===== config.mk =====
export PLATFORM = sky130hd
export DESIGN_NAME = mmu_top
export DESIGN_NICKNAME = d
export VERILOG_FILES = /design/src/logic/mmu_pkg.sv /design/src/logic/csr_pkg.sv /design/src/logic/mmu_if.sv /design/src/logic/mmu_top.sv /design/src/logic/xlat_port.sv /design/src/logic/tlb_array.sv /design/src/logic/mmu_csr.sv
export SDC_FILE = /design/constraint.sdc
export NUM_CORES = 2
export LEC_CHECK = 0
export BUFFER_PORTS_ARGS = -buffer_cell sky130_fd_sc_hd__buf_4
export CORE_MARGIN = 2
export CORE_UTILIZATION = 40
export CTS_BUF_LIST = sky130_fd_sc_hd__clkbuf_16
export DETAILED_ROUTE_END_ITERATION = 10
export GPL_TIMING_DRIVEN = 0
export PLACE_DENSITY = 0.63
export SLEW_MARGIN = 25
export SYNTH_ARGS = -nofsm -noshare
export SYNTH_HDL_FRONTEND = slang
export SYNTH_SLANG_ARGS = --single-unit
export TNS_END_PERCENT = 20

===== constraint.sdc =====
create_clock -name clk -period 18.18 [get_ports clk]
set_input_delay 1.818 -clock clk [delete_from_list [all_inputs] [get_ports clk]]
set_output_delay 1.818 -clock clk [all_outputs]
set_load 0.01 [all_outputs]

===== src/logic/mmu_pkg.sv =====
package mmu_pkg;

	localparam int TLB_ENTRIES = 8;
	localparam int TLB_IDX_W   = 3;

	localparam int VPPN_W = 19;
	localparam int PPN_W  = 20;
	localparam int ASID_W = 10;

	// page size code of a 4 KB page
	localparam logic [5:0] PS_4K = 6'd12;

	// strongly ordered uncached
	localparam logic [1:0] MAT_SUC = 2'b00;

	// one half of an even/odd page pair
	typedef struct packed {
		logic             v;
		logic             d;
		logic [1:0]       plv;
		logic [1:0]       mat;
		logic [PPN_W-1:0] ppn;
	} tlb_page_t;

	typedef struct packed {
		logic              e;
		logic [VPPN_W-1:0] vppn;
		logic [5:0]        ps;
		logic [ASID_W-1:0] asid;
		logic              g;
		tlb_page_t         p0;
		tlb_page_t         p1;
	} tlb_entry_t;

	typedef enum logic [2:0] {
		EXC_NONE = 3'd0,
		EXC_TLBR = 3'd1,
		EXC_PIF  = 3'd2,
		EXC_PIL  = 3'd3,
		EXC_PIS  = 3'd4,
		EXC_PME  = 3'd5,
		EXC_PPI  = 3'd6
	} xlat_exc_t;

	typedef enum logic [1:0] {
		ACC_FETCH = 2'd0,
		ACC_LOAD  = 2'd1,
		ACC_STORE = 2'd2
	} acc_kind_t;

endpackage


===== src/logic/csr_pkg.sv =====
package csr_pkg;

	// csr numbers of the translation registers
	localparam logic [13:0] CSR_CRMD    = 14'h000;
	localparam logic [13:0] CSR_ASID    = 14'h018;
	localparam logic [13:0] CSR_TLBIDX  = 14'h010;
	localparam logic [13:0] CSR_TLBEHI  = 14'h011;
	localparam logic [13:0] CSR_TLBELO0 = 14'h012;
	localparam logic [13:0] CSR_TLBELO1 = 14'h013;
	localparam logic [13:0] CSR_DMW0    = 14'h180;
	localparam logic [13:0] CSR_DMW1    = 14'h181;

	// field positions
	localparam int TLBIDX_NE       = 31;
	localparam int TLBEHI_VPPN_LSB = 13;

	// writable bits per register
	localparam logic [31:0] CRMD_WMASK   = 32'h0000_01ff;
	localparam logic [31:0] ASID_WMASK   = 32'h0000_03ff;
	localparam logic [31:0] TLBIDX_WMASK = 32'hbf00_000f;
	localparam logic [31:0] TLBEHI_WMASK = 32'hffff_e000;
	localparam logic [31:0] TLBELO_WMASK = 32'h0fff_ff7f;
	localparam logic [31:0] DMW_WMASK    = 32'hee00_0039;

	typedef struct packed {
		logic [22:0] rsvd;
		logic [1:0]  datm;
		logic [1:0]  datf;
		logic        pg;
		logic        da;
		logic        ie;
		logic [1:0]  plv;
	} crmd_t;

	// direct address mode after reset
	localparam crmd_t CRMD_RESET = '{da: 1'b1, default: '0};

	typedef struct packed {
		logic [2:0]  vseg;
		logic        rsvd0;
		logic [2:0]  pseg;
		logic [18:0] rsvd1;
		logic [1:0]  mat;
		logic        plv3;
		logic [1:0]  rsvd2;
		logic        plv0;
	} dmw_t;

	typedef struct packed {
		logic [3:0]  rsvd0;
		logic [19:0] ppn;
		logic        rsvd1;
		logic        g;
		logic [1:0]  mat;
		logic [1:0]  plv;
		logic        d;
		logic        v;
	} tlbelo_t;

endpackage

===== src/logic/mmu_if.sv =====
`timescale 1ns/10ps

// translation state seen by the ports
interface csr_view_if import csr_pkg::*, mmu_pkg::*; ();

	crmd_t             crmd;
	logic [ASID_W-1:0] asid;
	dmw_t              dmw0;
	dmw_t              dmw1;

	modport owner (
		output crmd, asid, dmw0, dmw1
	);

	modport user (
		input crmd, asid, dmw0, dmw1
	);

endinterface

// combinational tlb search, one per port
interface tlb_lookup_if import mmu_pkg::*; ();

	logic [VPPN_W-1:0] vppn;
	logic              odd;
	logic [ASID_W-1:0] asid;
	logic              hit;
	tlb_page_t         page;

	modport requester (
		output vppn, odd, asid,
		input  hit, page
	);

	modport responder (
		input  vppn, odd, asid,
		output hit, page
	);

endinterface


===== src/logic/mmu_top.sv =====
`timescale 1ns/10ps

module mmu_top import mmu_pkg::*; (
	input  logic        clk,
	input  logic        rst_n_i,

	input  logic        csr_we_i,
	input  logic [13:0] csr_addr_i,
	input  logic [31:0] csr_wdata_i,
	input  logic        tlbwr_i,

	input  logic        i_req_valid_i,
	input  logic [31:0] i_vaddr_i,

	input  logic        d_req_valid_i,
	input  logic [31:0] d_vaddr_i,
	input  logic        d_store_i,

	output logic        i_resp_valid_o,
	output logic [31:0] i_paddr_o,
	output logic [1:0]  i_mat_o,
	output logic        i_uncached_o,
	output logic [2:0]  i_exc_o,

	output logic        d_resp_valid_o,
	output logic [31:0] d_paddr_o,
	output logic [1:0]  d_mat_o,
	output logic        d_uncached_o,
	output logic [2:0]  d_exc_o
);

	logic                 tlb_we;
	logic [TLB_IDX_W-1:0] tlb_widx;
	tlb_entry_t           tlb_wentry;
	acc_kind_t            d_kind;

	csr_view_if   csr_view ();
	tlb_lookup_if i_lookup ();
	tlb_lookup_if d_lookup ();

	assign d_kind = d_store_i ? ACC_STORE : ACC_LOAD;

	mmu_csr u_csr (
		.clk          (clk),
		.rst_n_i      (rst_n_i),
		.csr_we_i     (csr_we_i),
		.csr_addr_i   (csr_addr_i),
		.csr_wdata_i  (csr_wdata_i),
		.tlbwr_i      (tlbwr_i),
		.view_o       (csr_view),
		.tlb_we_o     (tlb_we),
		.tlb_widx_o   (tlb_widx),
		.tlb_wentry_o (tlb_wentry)
	);

	tlb_array u_tlb (
		.clk      (clk),
		.rst_n_i  (rst_n_i),
		.we_i     (tlb_we),
		.widx_i   (tlb_widx),
		.wentry_i (tlb_wentry),
		.lk_i     (i_lookup),
		.lk_d     (d_lookup)
	);

	// fetch side
	xlat_port u_ifetch (
		.clk          (clk),
		.rst_n_i      (rst_n_i),
		.req_valid_i  (i_req_valid_i),
		.vaddr_i      (i_vaddr_i),
		.kind_i       (ACC_FETCH),
		.csr_i        (csr_view),
		.tlb_o        (i_lookup),
		.resp_valid_o (i_resp_valid_o),
		.paddr_o      (i_paddr_o),
		.mat_o        (i_mat_o),
		.uncached_o   (i_uncached_o),
		.exc_o        (i_exc_o)
	);

	// load/store side
	xlat_port u_data (
		.clk          (clk),
		.rst_n_i      (rst_n_i),
		.req_valid_i  (d_req_valid_i),
		.vaddr_i      (d_vaddr_i),
		.kind_i       (d_kind),
		.csr_i        (csr_view),
		.tlb_o        (d_lookup),
		.resp_valid_o (d_resp_valid_o),
		.paddr_o      (d_paddr_o),
		.mat_o        (d_mat_o),
		.uncached_o   (d_uncached_o),
		.exc_o        (d_exc_o)
	);

endmodule


===== src/logic/xlat_port.sv =====
`timescale 1ns/10ps

module xlat_port import csr_pkg::*, mmu_pkg::*; (
	input  logic        clk,
	input  logic        rst_n_i,
	input  logic        req_valid_i,
	input  logic [31:0] vaddr_i,
	input  acc_kind_t   kind_i,
	csr_view_if.user    csr_i,
	tlb_lookup_if.requester tlb_o,
	output logic        resp_valid_o,
	output logic [31:0] paddr_o,
	output logic [1:0]  mat_o,
	output logic        uncached_o,
	output xlat_exc_t   exc_o
);

	logic        dmw0_hit;
	logic        dmw1_hit;
	logic [31:0] paddr_d;
	logic [1:0]  mat_d;
	xlat_exc_t   exc_d;

	function automatic logic dmw_match(
		input dmw_t       w,
		input logic [1:0] plv,
		input logic [2:0] seg
	);
		return ((w.plv0 && plv == 2'd0) || (w.plv3 && plv == 2'd3)) && (seg == w.vseg);
	endfunction

	assign tlb_o.vppn = vaddr_i[31:13];
	assign tlb_o.odd  = vaddr_i[12];
	assign tlb_o.asid = csr_i.asid;

	assign dmw0_hit = csr_i.crmd.pg && dmw_match(csr_i.dmw0, csr_i.crmd.plv, vaddr_i[31:29]);
	assign dmw1_hit = csr_i.crmd.pg && dmw_match(csr_i.dmw1, csr_i.crmd.plv, vaddr_i[31:29]);

	always_comb begin
		paddr_d = '0;
		mat_d   = '0;
		exc_d   = EXC_NONE;
		if (csr_i.crmd.da) begin
			paddr_d = vaddr_i;
			mat_d   = (kind_i == ACC_FETCH) ? csr_i.crmd.datf : csr_i.crmd.datm;
		end else if (dmw0_hit) begin
			paddr_d = {csr_i.dmw0.pseg, vaddr_i[28:0]};
			mat_d   = csr_i.dmw0.mat;
		end else if (dmw1_hit) begin
			paddr_d = {csr_i.dmw1.pseg, vaddr_i[28:0]};
			mat_d   = csr_i.dmw1.mat;
		end else if (!tlb_o.hit) begin
			exc_d = EXC_TLBR;
		end else if (!tlb_o.page.v) begin
			case (kind_i)
				ACC_FETCH: exc_d = EXC_PIF;
				ACC_STORE: exc_d = EXC_PIS;
				default:   exc_d = EXC_PIL;
			endcase
		end else if (csr_i.crmd.plv > tlb_o.page.plv) begin
			exc_d = EXC_PPI;
		end else if (kind_i == ACC_STORE && !tlb_o.page.d) begin
			exc_d = EXC_PME;
		end else begin
			paddr_d = {tlb_o.page.ppn, vaddr_i[11:0]};
			mat_d   = tlb_o.page.mat;
		end
	end

	always_ff @(posedge clk or negedge rst_n_i) begin
		if (!rst_n_i) begin
			resp_valid_o <= 1'b0;
		end else begin
			resp_valid_o <= req_valid_i;
		end
	end

	// result holds until the next request
	always_ff @(posedge clk) begin
		if (req_valid_i) begin
			paddr_o    <= paddr_d;
			mat_o      <= mat_d;
			uncached_o <= (mat_d == MAT_SUC);
			exc_o      <= exc_d;
		end
	end

	a_da_identity: assert property (@(posedge clk) disable iff (!rst_n_i)
		resp_valid_o && exc_o == EXC_NONE && $past(csr_i.crmd.da)
		|-> paddr_o == $past(vaddr_i));

endmodule


===== src/logic/tlb_array.sv =====
`timescale 1ns/10ps

module tlb_array import mmu_pkg::*; (
	input  logic                 clk,
	input  logic                 rst_n_i,
	input  logic                 we_i,
	input  logic [TLB_IDX_W-1:0] widx_i,
	input  tlb_entry_t           wentry_i,
	tlb_lookup_if.responder      lk_i,
	tlb_lookup_if.responder      lk_d
);

	logic [TLB_ENTRIES-1:0] e_q;
	tlb_entry_t             ent_q [TLB_ENTRIES];
	logic [TLB_ENTRIES-1:0] hits_if;
	logic [TLB_ENTRIES-1:0] hits_dt;

	// parallel compare against every entry
	function automatic logic [TLB_ENTRIES-1:0] match_vec(
		input logic [VPPN_W-1:0] vppn,
		input logic [ASID_W-1:0] asid
	);
		logic [TLB_ENTRIES-1:0] m;
		for (int k = 0; k < TLB_ENTRIES; k++) begin
			m[k] = e_q[k] && (ent_q[k].vppn == vppn) &&
				(ent_q[k].g || (ent_q[k].asid == asid));
		end
		return m;
	endfunction

	function automatic tlb_page_t pick_page(
		input logic [TLB_ENTRIES-1:0] m,
		input logic                   odd
	);
		tlb_page_t pg;
		pg = '0;
		for (int k = 0; k < TLB_ENTRIES; k++) begin
			if (m[k]) begin
				pg = odd ? ent_q[k].p1 : ent_q[k].p0;
			end
		end
		return pg;
	endfunction

	// only valid bits are cleared
	always_ff @(posedge clk or negedge rst_n_i) begin
		if (!rst_n_i) begin
			e_q <= '0;
		end else if (we_i) begin
			e_q[widx_i] <= wentry_i.e;
		end
	end

	always_ff @(posedge clk) begin
		if (we_i) begin
			ent_q[widx_i] <= wentry_i;
		end
	end

	always_comb begin
		hits_if   = match_vec(lk_i.vppn, lk_i.asid);
		lk_i.hit  = |hits_if;
		lk_i.page = pick_page(hits_if, lk_i.odd);
	end

	always_comb begin
		hits_dt   = match_vec(lk_d.vppn, lk_d.asid);
		lk_d.hit  = |hits_dt;
		lk_d.page = pick_page(hits_dt, lk_d.odd);
	end

	a_fetch_onehot: assert property (@(posedge clk) disable iff (!rst_n_i)
		$onehot0(hits_if));

	a_data_onehot: assert property (@(posedge clk) disable iff (!rst_n_i)
		$onehot0(hits_dt));

endmodule


===== src/logic/mmu_csr.sv =====
`timescale 1ns/10ps

module mmu_csr import csr_pkg::*, mmu_pkg::*; (
	input  logic                 clk,
	input  logic                 rst_n_i,
	input  logic                 csr_we_i,
	input  logic [13:0]          csr_addr_i,
	input  logic [31:0]          csr_wdata_i,
	input  logic                 tlbwr_i,
	csr_view_if.owner            view_o,
	output logic                 tlb_we_o,
	output logic [TLB_IDX_W-1:0] tlb_widx_o,
	output tlb_entry_t           tlb_wentry_o
);

	crmd_t             crmd_q;
	logic [ASID_W-1:0] asid_q;
	dmw_t              dmw0_q;
	dmw_t              dmw1_q;
	logic [31:0]       tlbidx_q;
	logic [31:0]       tlbehi_q;
	tlbelo_t           tlbelo0_q;
	tlbelo_t           tlbelo1_q;
	tlb_entry_t        new_entry;

	function automatic tlb_page_t to_page(input tlbelo_t lo);
		tlb_page_t pg;
		pg.v   = lo.v;
		pg.d   = lo.d;
		pg.plv = lo.plv;
		pg.mat = lo.mat;
		pg.ppn = lo.ppn;
		return pg;
	endfunction

	always_ff @(posedge clk or negedge rst_n_i) begin
		if (!rst_n_i) begin
			crmd_q    <= CRMD_RESET;
			asid_q    <= '0;
			dmw0_q    <= '0;
			dmw1_q    <= '0;
			tlbidx_q  <= '0;
			tlbehi_q  <= '0;
			tlbelo0_q <= '0;
			tlbelo1_q <= '0;
		end else if (csr_we_i) begin
			case (csr_addr_i)
				CSR_CRMD:    crmd_q    <= crmd_t'(csr_wdata_i & CRMD_WMASK);
				CSR_ASID:    asid_q    <= csr_wdata_i[ASID_W-1:0] & ASID_WMASK[ASID_W-1:0];
				CSR_DMW0:    dmw0_q    <= dmw_t'(csr_wdata_i & DMW_WMASK);
				CSR_DMW1:    dmw1_q    <= dmw_t'(csr_wdata_i & DMW_WMASK);
				CSR_TLBIDX:  tlbidx_q  <= csr_wdata_i & TLBIDX_WMASK;
				CSR_TLBEHI:  tlbehi_q  <= csr_wdata_i & TLBEHI_WMASK;
				CSR_TLBELO0: tlbelo0_q <= tlbelo_t'(csr_wdata_i & TLBELO_WMASK);
				CSR_TLBELO1: tlbelo1_q <= tlbelo_t'(csr_wdata_i & TLBELO_WMASK);
				default: ;
			endcase
		end
	end

	assign view_o.crmd = crmd_q;
	assign view_o.asid = asid_q;
	assign view_o.dmw0 = dmw0_q;
	assign view_o.dmw1 = dmw1_q;

	// entry image for tlbwr, global only if both halves say so
	always_comb begin
		new_entry.e    = ~tlbidx_q[TLBIDX_NE];
		new_entry.vppn = tlbehi_q[31:TLBEHI_VPPN_LSB];
		new_entry.ps   = PS_4K;
		new_entry.asid = asid_q;
		new_entry.g    = tlbelo0_q.g & tlbelo1_q.g;
		new_entry.p0   = to_page(tlbelo0_q);
		new_entry.p1   = to_page(tlbelo1_q);
	end

	always_ff @(posedge clk or negedge rst_n_i) begin
		if (!rst_n_i) begin
			tlb_we_o <= 1'b0;
		end else begin
			tlb_we_o <= tlbwr_i;
		end
	end

	always_ff @(posedge clk) begin
		if (tlbwr_i) begin
			tlb_widx_o   <= tlbidx_q[TLB_IDX_W-1:0];
			tlb_wentry_o <= new_entry;
		end
	end

endmodule


==> metrics.yaml <==
run:
  maxCapViolCount: 0
sta:
  hold_slack_ns: 0.4368
  hold_violations: 0
  finalSetupTns_ns: 0
  rsz0062_at_grt: "false"
  fin_crit_ns: 8.370
  finalSetupViolCount: 0
  max_freq_mhz: 119.5
  worst_pin_slew_ns: 1.210
  fin_skew_ns: 0.03898
  slew-limit-headroom_pct: 19.32
  drv_slew: 0
  fin_crit_sh_pct: 46.04
cts:
  cts.repair.resized: 0
  cts_htree_levels: 3
  cts_tree: "done"
  post-cts-setup-buffers: 0
  insertion_delay_ns: 0.70
  root_buffer: "clkbuf_16"
  numCtsBuffers: 98
  clk_path_buf_depth: 3
  ctsHoldBuffers: 0
  clock-sinks: 944
  clk_pin_slew_worst_paths_ns: 0.06
critical_path:
  path_class: "in2reg"
  worst_path_max_delay_cell: "nor4b_4"
  crit_chain: "buf_4, buf_2, xnor2_1, nand4_1, nor4_2, and3_1, buf_1, clkbuf_1, nand2_1, a21oi_1, o21ai_0, a21oi_1, ha_1, nor2b_1, o21ai_0, nor4b_4, buf_6, a22o_1"
  startpoint: "d_vaddr_i[31]"
  required_ns: 18.70
  critPathArrivalTime_ns: 8.89
  critPathLaunchType: "input port"
  critPathMaxFanout: 10
  slowest_delay_ns: 1.01
  endpoint_kind: "flop"
  rr_startpoint: "u_csr.view_o.asid[2]"
synthesis:
  synth_top_family_by_area: "multiplexers"
  synth-edff-count: 818
  ys_warn_count: 0
  synth.top_cell.area_share_pct: 57.07
  synthAdderAreaFrac_pct: 0.1163
  synth_ff_type: "edfxtp_1"
  synth_seq_cells: 944
  syn_nets: 3106
  muxShareOfSynthArea_pct: 11.45
  async_reset_ff_share_pct: 13.35
  ys_seq_area_share_pct: 64.40
  synth_compound_area_share_pct: 7.373
  yosysUniqueCellTypes: 73
  synth_xor_area_share_pct: 8.059
  synthesis.area_mm2: 0.04304
  yosysTopAreaCell: "edfxtp_1"
  synthCells: 2985
  synthTopCellsByArea: "edfxtp_1, dfrtp_1, mux2_2, mux2i_1, xnor2_1"
  synthSimpleGateAreaFrac_pct: 6.681
  synth.avg_cell_area_um2: 14.42
grt:
  top_usage_layer: "met2"
  antenna_found_initial: 8
  use_met1_pct: 36.69
  grt_use_met2_pct: 40.74
  grt_max_degree: 88
  grt_usage_pct: 27.15
  grt_pass1_vias: 28280
  grt_overflow_total: 0
  use_met3_pct: 7.181
  grt_pass1_wl_um: 212100
power:
  peakVddDrop_uv: 72.00
  leakagePower_uw: 0.01804
  power-per-cell-area_mw_per_mm2: 94.13
routing:
  wl_um: 153200
  dr.pass1.iters: 6
  num_vias: 29240
  dr.first_iter.drc_count: 4224
  antenna_left: 0
  wl_per_cell_um: 31.98
  route.detailed.drc: 0
  vias_per_cell: 6.104
run_status:
  status: "finished, final reports clean"
die:
  start_util_pct: 40.26
  io_pins: 195
  rows: 120
  dieArea_mm2: 0.1102
  die_w_um: 332.0
  core-area_mm2: 0.1069
  die_h_um: 332.0
placed_design:
  dp_hpwl_um: 105100
  place_inst: 4602
  gp_congestion: 0.9580
  port_buffers: 161
hold_path:
  hp-class: "reg2reg"
  holdCritStartpoint: "u_csr.new_entry[17]"
layout:
  drive_gt1_share_pct: 20.91
  syn2layout_area_growth_pct: 16.95
  fin_nets: 3422
  final_cells: 4790
## where the power goes
group          switching, µW  internal, µW
Clock                    886          1170
Sequential              36.7          2390
Combinational            166          91.7
## final timing paths
check | cells after the start | slack [ns] | to
setup reg to reg | 15 | 10.91 | u_data.paddr_o[25]
setup / recovery | 18 | 9.81 | u_data.paddr_o[25]
min in group asynchronous | 1 | 1.06 | u_csr.new_entry[6]
max in group asynchronous | 2 | 16.29 | u_csr.view_o.crmd[3]
hold reg to reg | 0 | 0.44 | u_csr.tlb_wentry_o[17]
hold / removal | 0 | 0.44 | u_csr.tlb_wentry_o[17]
## sequential cells by signal, indices dropped and copies added, names as in the netlist, 2 cells and up
signal / flops
u_tlb.e_q: 8
u_csr.view_o.dmw0: 10
u_ifetch.mat_o: 2
u_csr.view_o.asid: 10
u_data.paddr_o: 32
u_data.mat_o: 2
u_csr.view_o.dmw1: 10
u_ifetch.exc_o: 3
u_csr.tlb_wentry_o: 83
u_csr.tlb_widx_o: 3
u_data.exc_o: 3
u_csr.view_o.crmd: 8
u_csr.tlbidx_q: 4
u_ifetch.paddr_o: 32
u_csr.new_entry: 52
u_tlb.ent_q: 656
u_csr.tlbehi_q: 19
## Yosys cell counts (7+ instances only)
cell type and instances:
nand2b_1 10, and3_1 13, nor4_1 42, a21oi_1 103, nand4_1 67, nand2_1 121
nor2b_1 77, o211ai_1 21, nand3_1 54, a31oi_1 10, mux2_2 225, a21boi_0 12
a211oi_1 71, o31ai_1 28, and2_1 17, o221ai_1 29, a221oi_1 22, xor2_1 157
or3_1 9, a32o_1 12, o21ai_0 58, buf_2 53, dfrtp_1 125, buf_1 29
clkbuf_1 94, a22o_1 7, edfxtp_1 818, nor2_1 48, nor3_1 41, o41ai_1 18
mux2i_1 239, inv_1 11, xnor2_1 239
## worst max-delay path, delay by kind of cell
kind | cells | cell delay, ns
compound gates | 5 | 1.51
buf+inv | 5 | 2.53
simple gates | 6 | 2.51
fa+ha+maj | 1 | 0.29
xor+xnor | 1 | 0.18
## through the flow
step           power, µW  instance area, µm²  utilization, %  worst slack, ns
6_report            4738               50330           47.08            9.810
5_1_grt             4839               50330           47.08            9.814
4_1_cts             4739               50270           47.03            10.26
3_5_place_dp        2717               47000           43.97            9.552
3_3_place_gp        2712               46000           43.03            5.658
2_1_floorplan       2577               43040               -            11.06
## cell usage in the layout (no fill, tap or decap), types with 19 or more instances in the layout
| cell type | netlist | layout |
|---|---|---|
| clkbuf_16 | 0 | 98 |
| o31ai_1 | 28 | 28 |
| buf_16 | 0 | 19 |
| nand4_1 | 67 | 67 |
| xor2_1 | 157 | 157 |
| nand3_1 | 54 | 53 |
| clkbuf_1 | 94 | 77 |
| a221oi_1 | 22 | 22 |
| o21ai_0 | 58 | 58 |
| o221ai_1 | 29 | 29 |
| nor3_1 | 41 | 37 |
| a211oi_1 | 71 | 71 |
| edfxtp_1 | 818 | 818 |
| mux2_2 | 225 | 225 |
| nor2_1 | 48 | 41 |
| nand2_1 | 121 | 121 |
| nor4_1 | 42 | 40 |
| xnor2_1 | 239 | 239 |
| o211ai_1 | 21 | 21 |
| a21oi_1 | 103 | 103 |
| dfrtp_1 | 125 | 125 |
| clkinv_2 | 0 | 25 |
| buf_4 | 5 | 186 |
| buf_2 | 53 | 63 |
| nor2b_1 | 77 | 77 |
| inv_1 | 11 | 29 |
| mux2i_1 | 239 | 239 |
## kinds of logic after synthesis
group | after synthesis
buffers and inverters | 194
AO/OA/AOI/OAI | 450
flip-flops | 944
AND/OR/NAND/NOR | 533
adder cells (fa/ha/maj) | 4
XOR/XNOR | 396
multiplexers | 464
## area by class of cell
class                   instances  area (µm²)
clock inverters                87       818.3
inverters                      11       41.29
flip-flops and latches        944       27720
repair buffers                216        2136
fillers                      9407       56570
diodes                          1       2.502
multi-input cells            1847       14590
well taps                    1403        1755
plain buffers                 183       822.0
clock buffers                  98        2452
## metal layers
metal | part of all wire (%) | vias to the layer above
met5 | 0.025 | -
met4 | 5.2 | 6
met3 | 12 | 380
met2 | 43 | 2058
met1 | 39 | 14710
li1 | - | 12090
(Power assumes the default switching activity.)
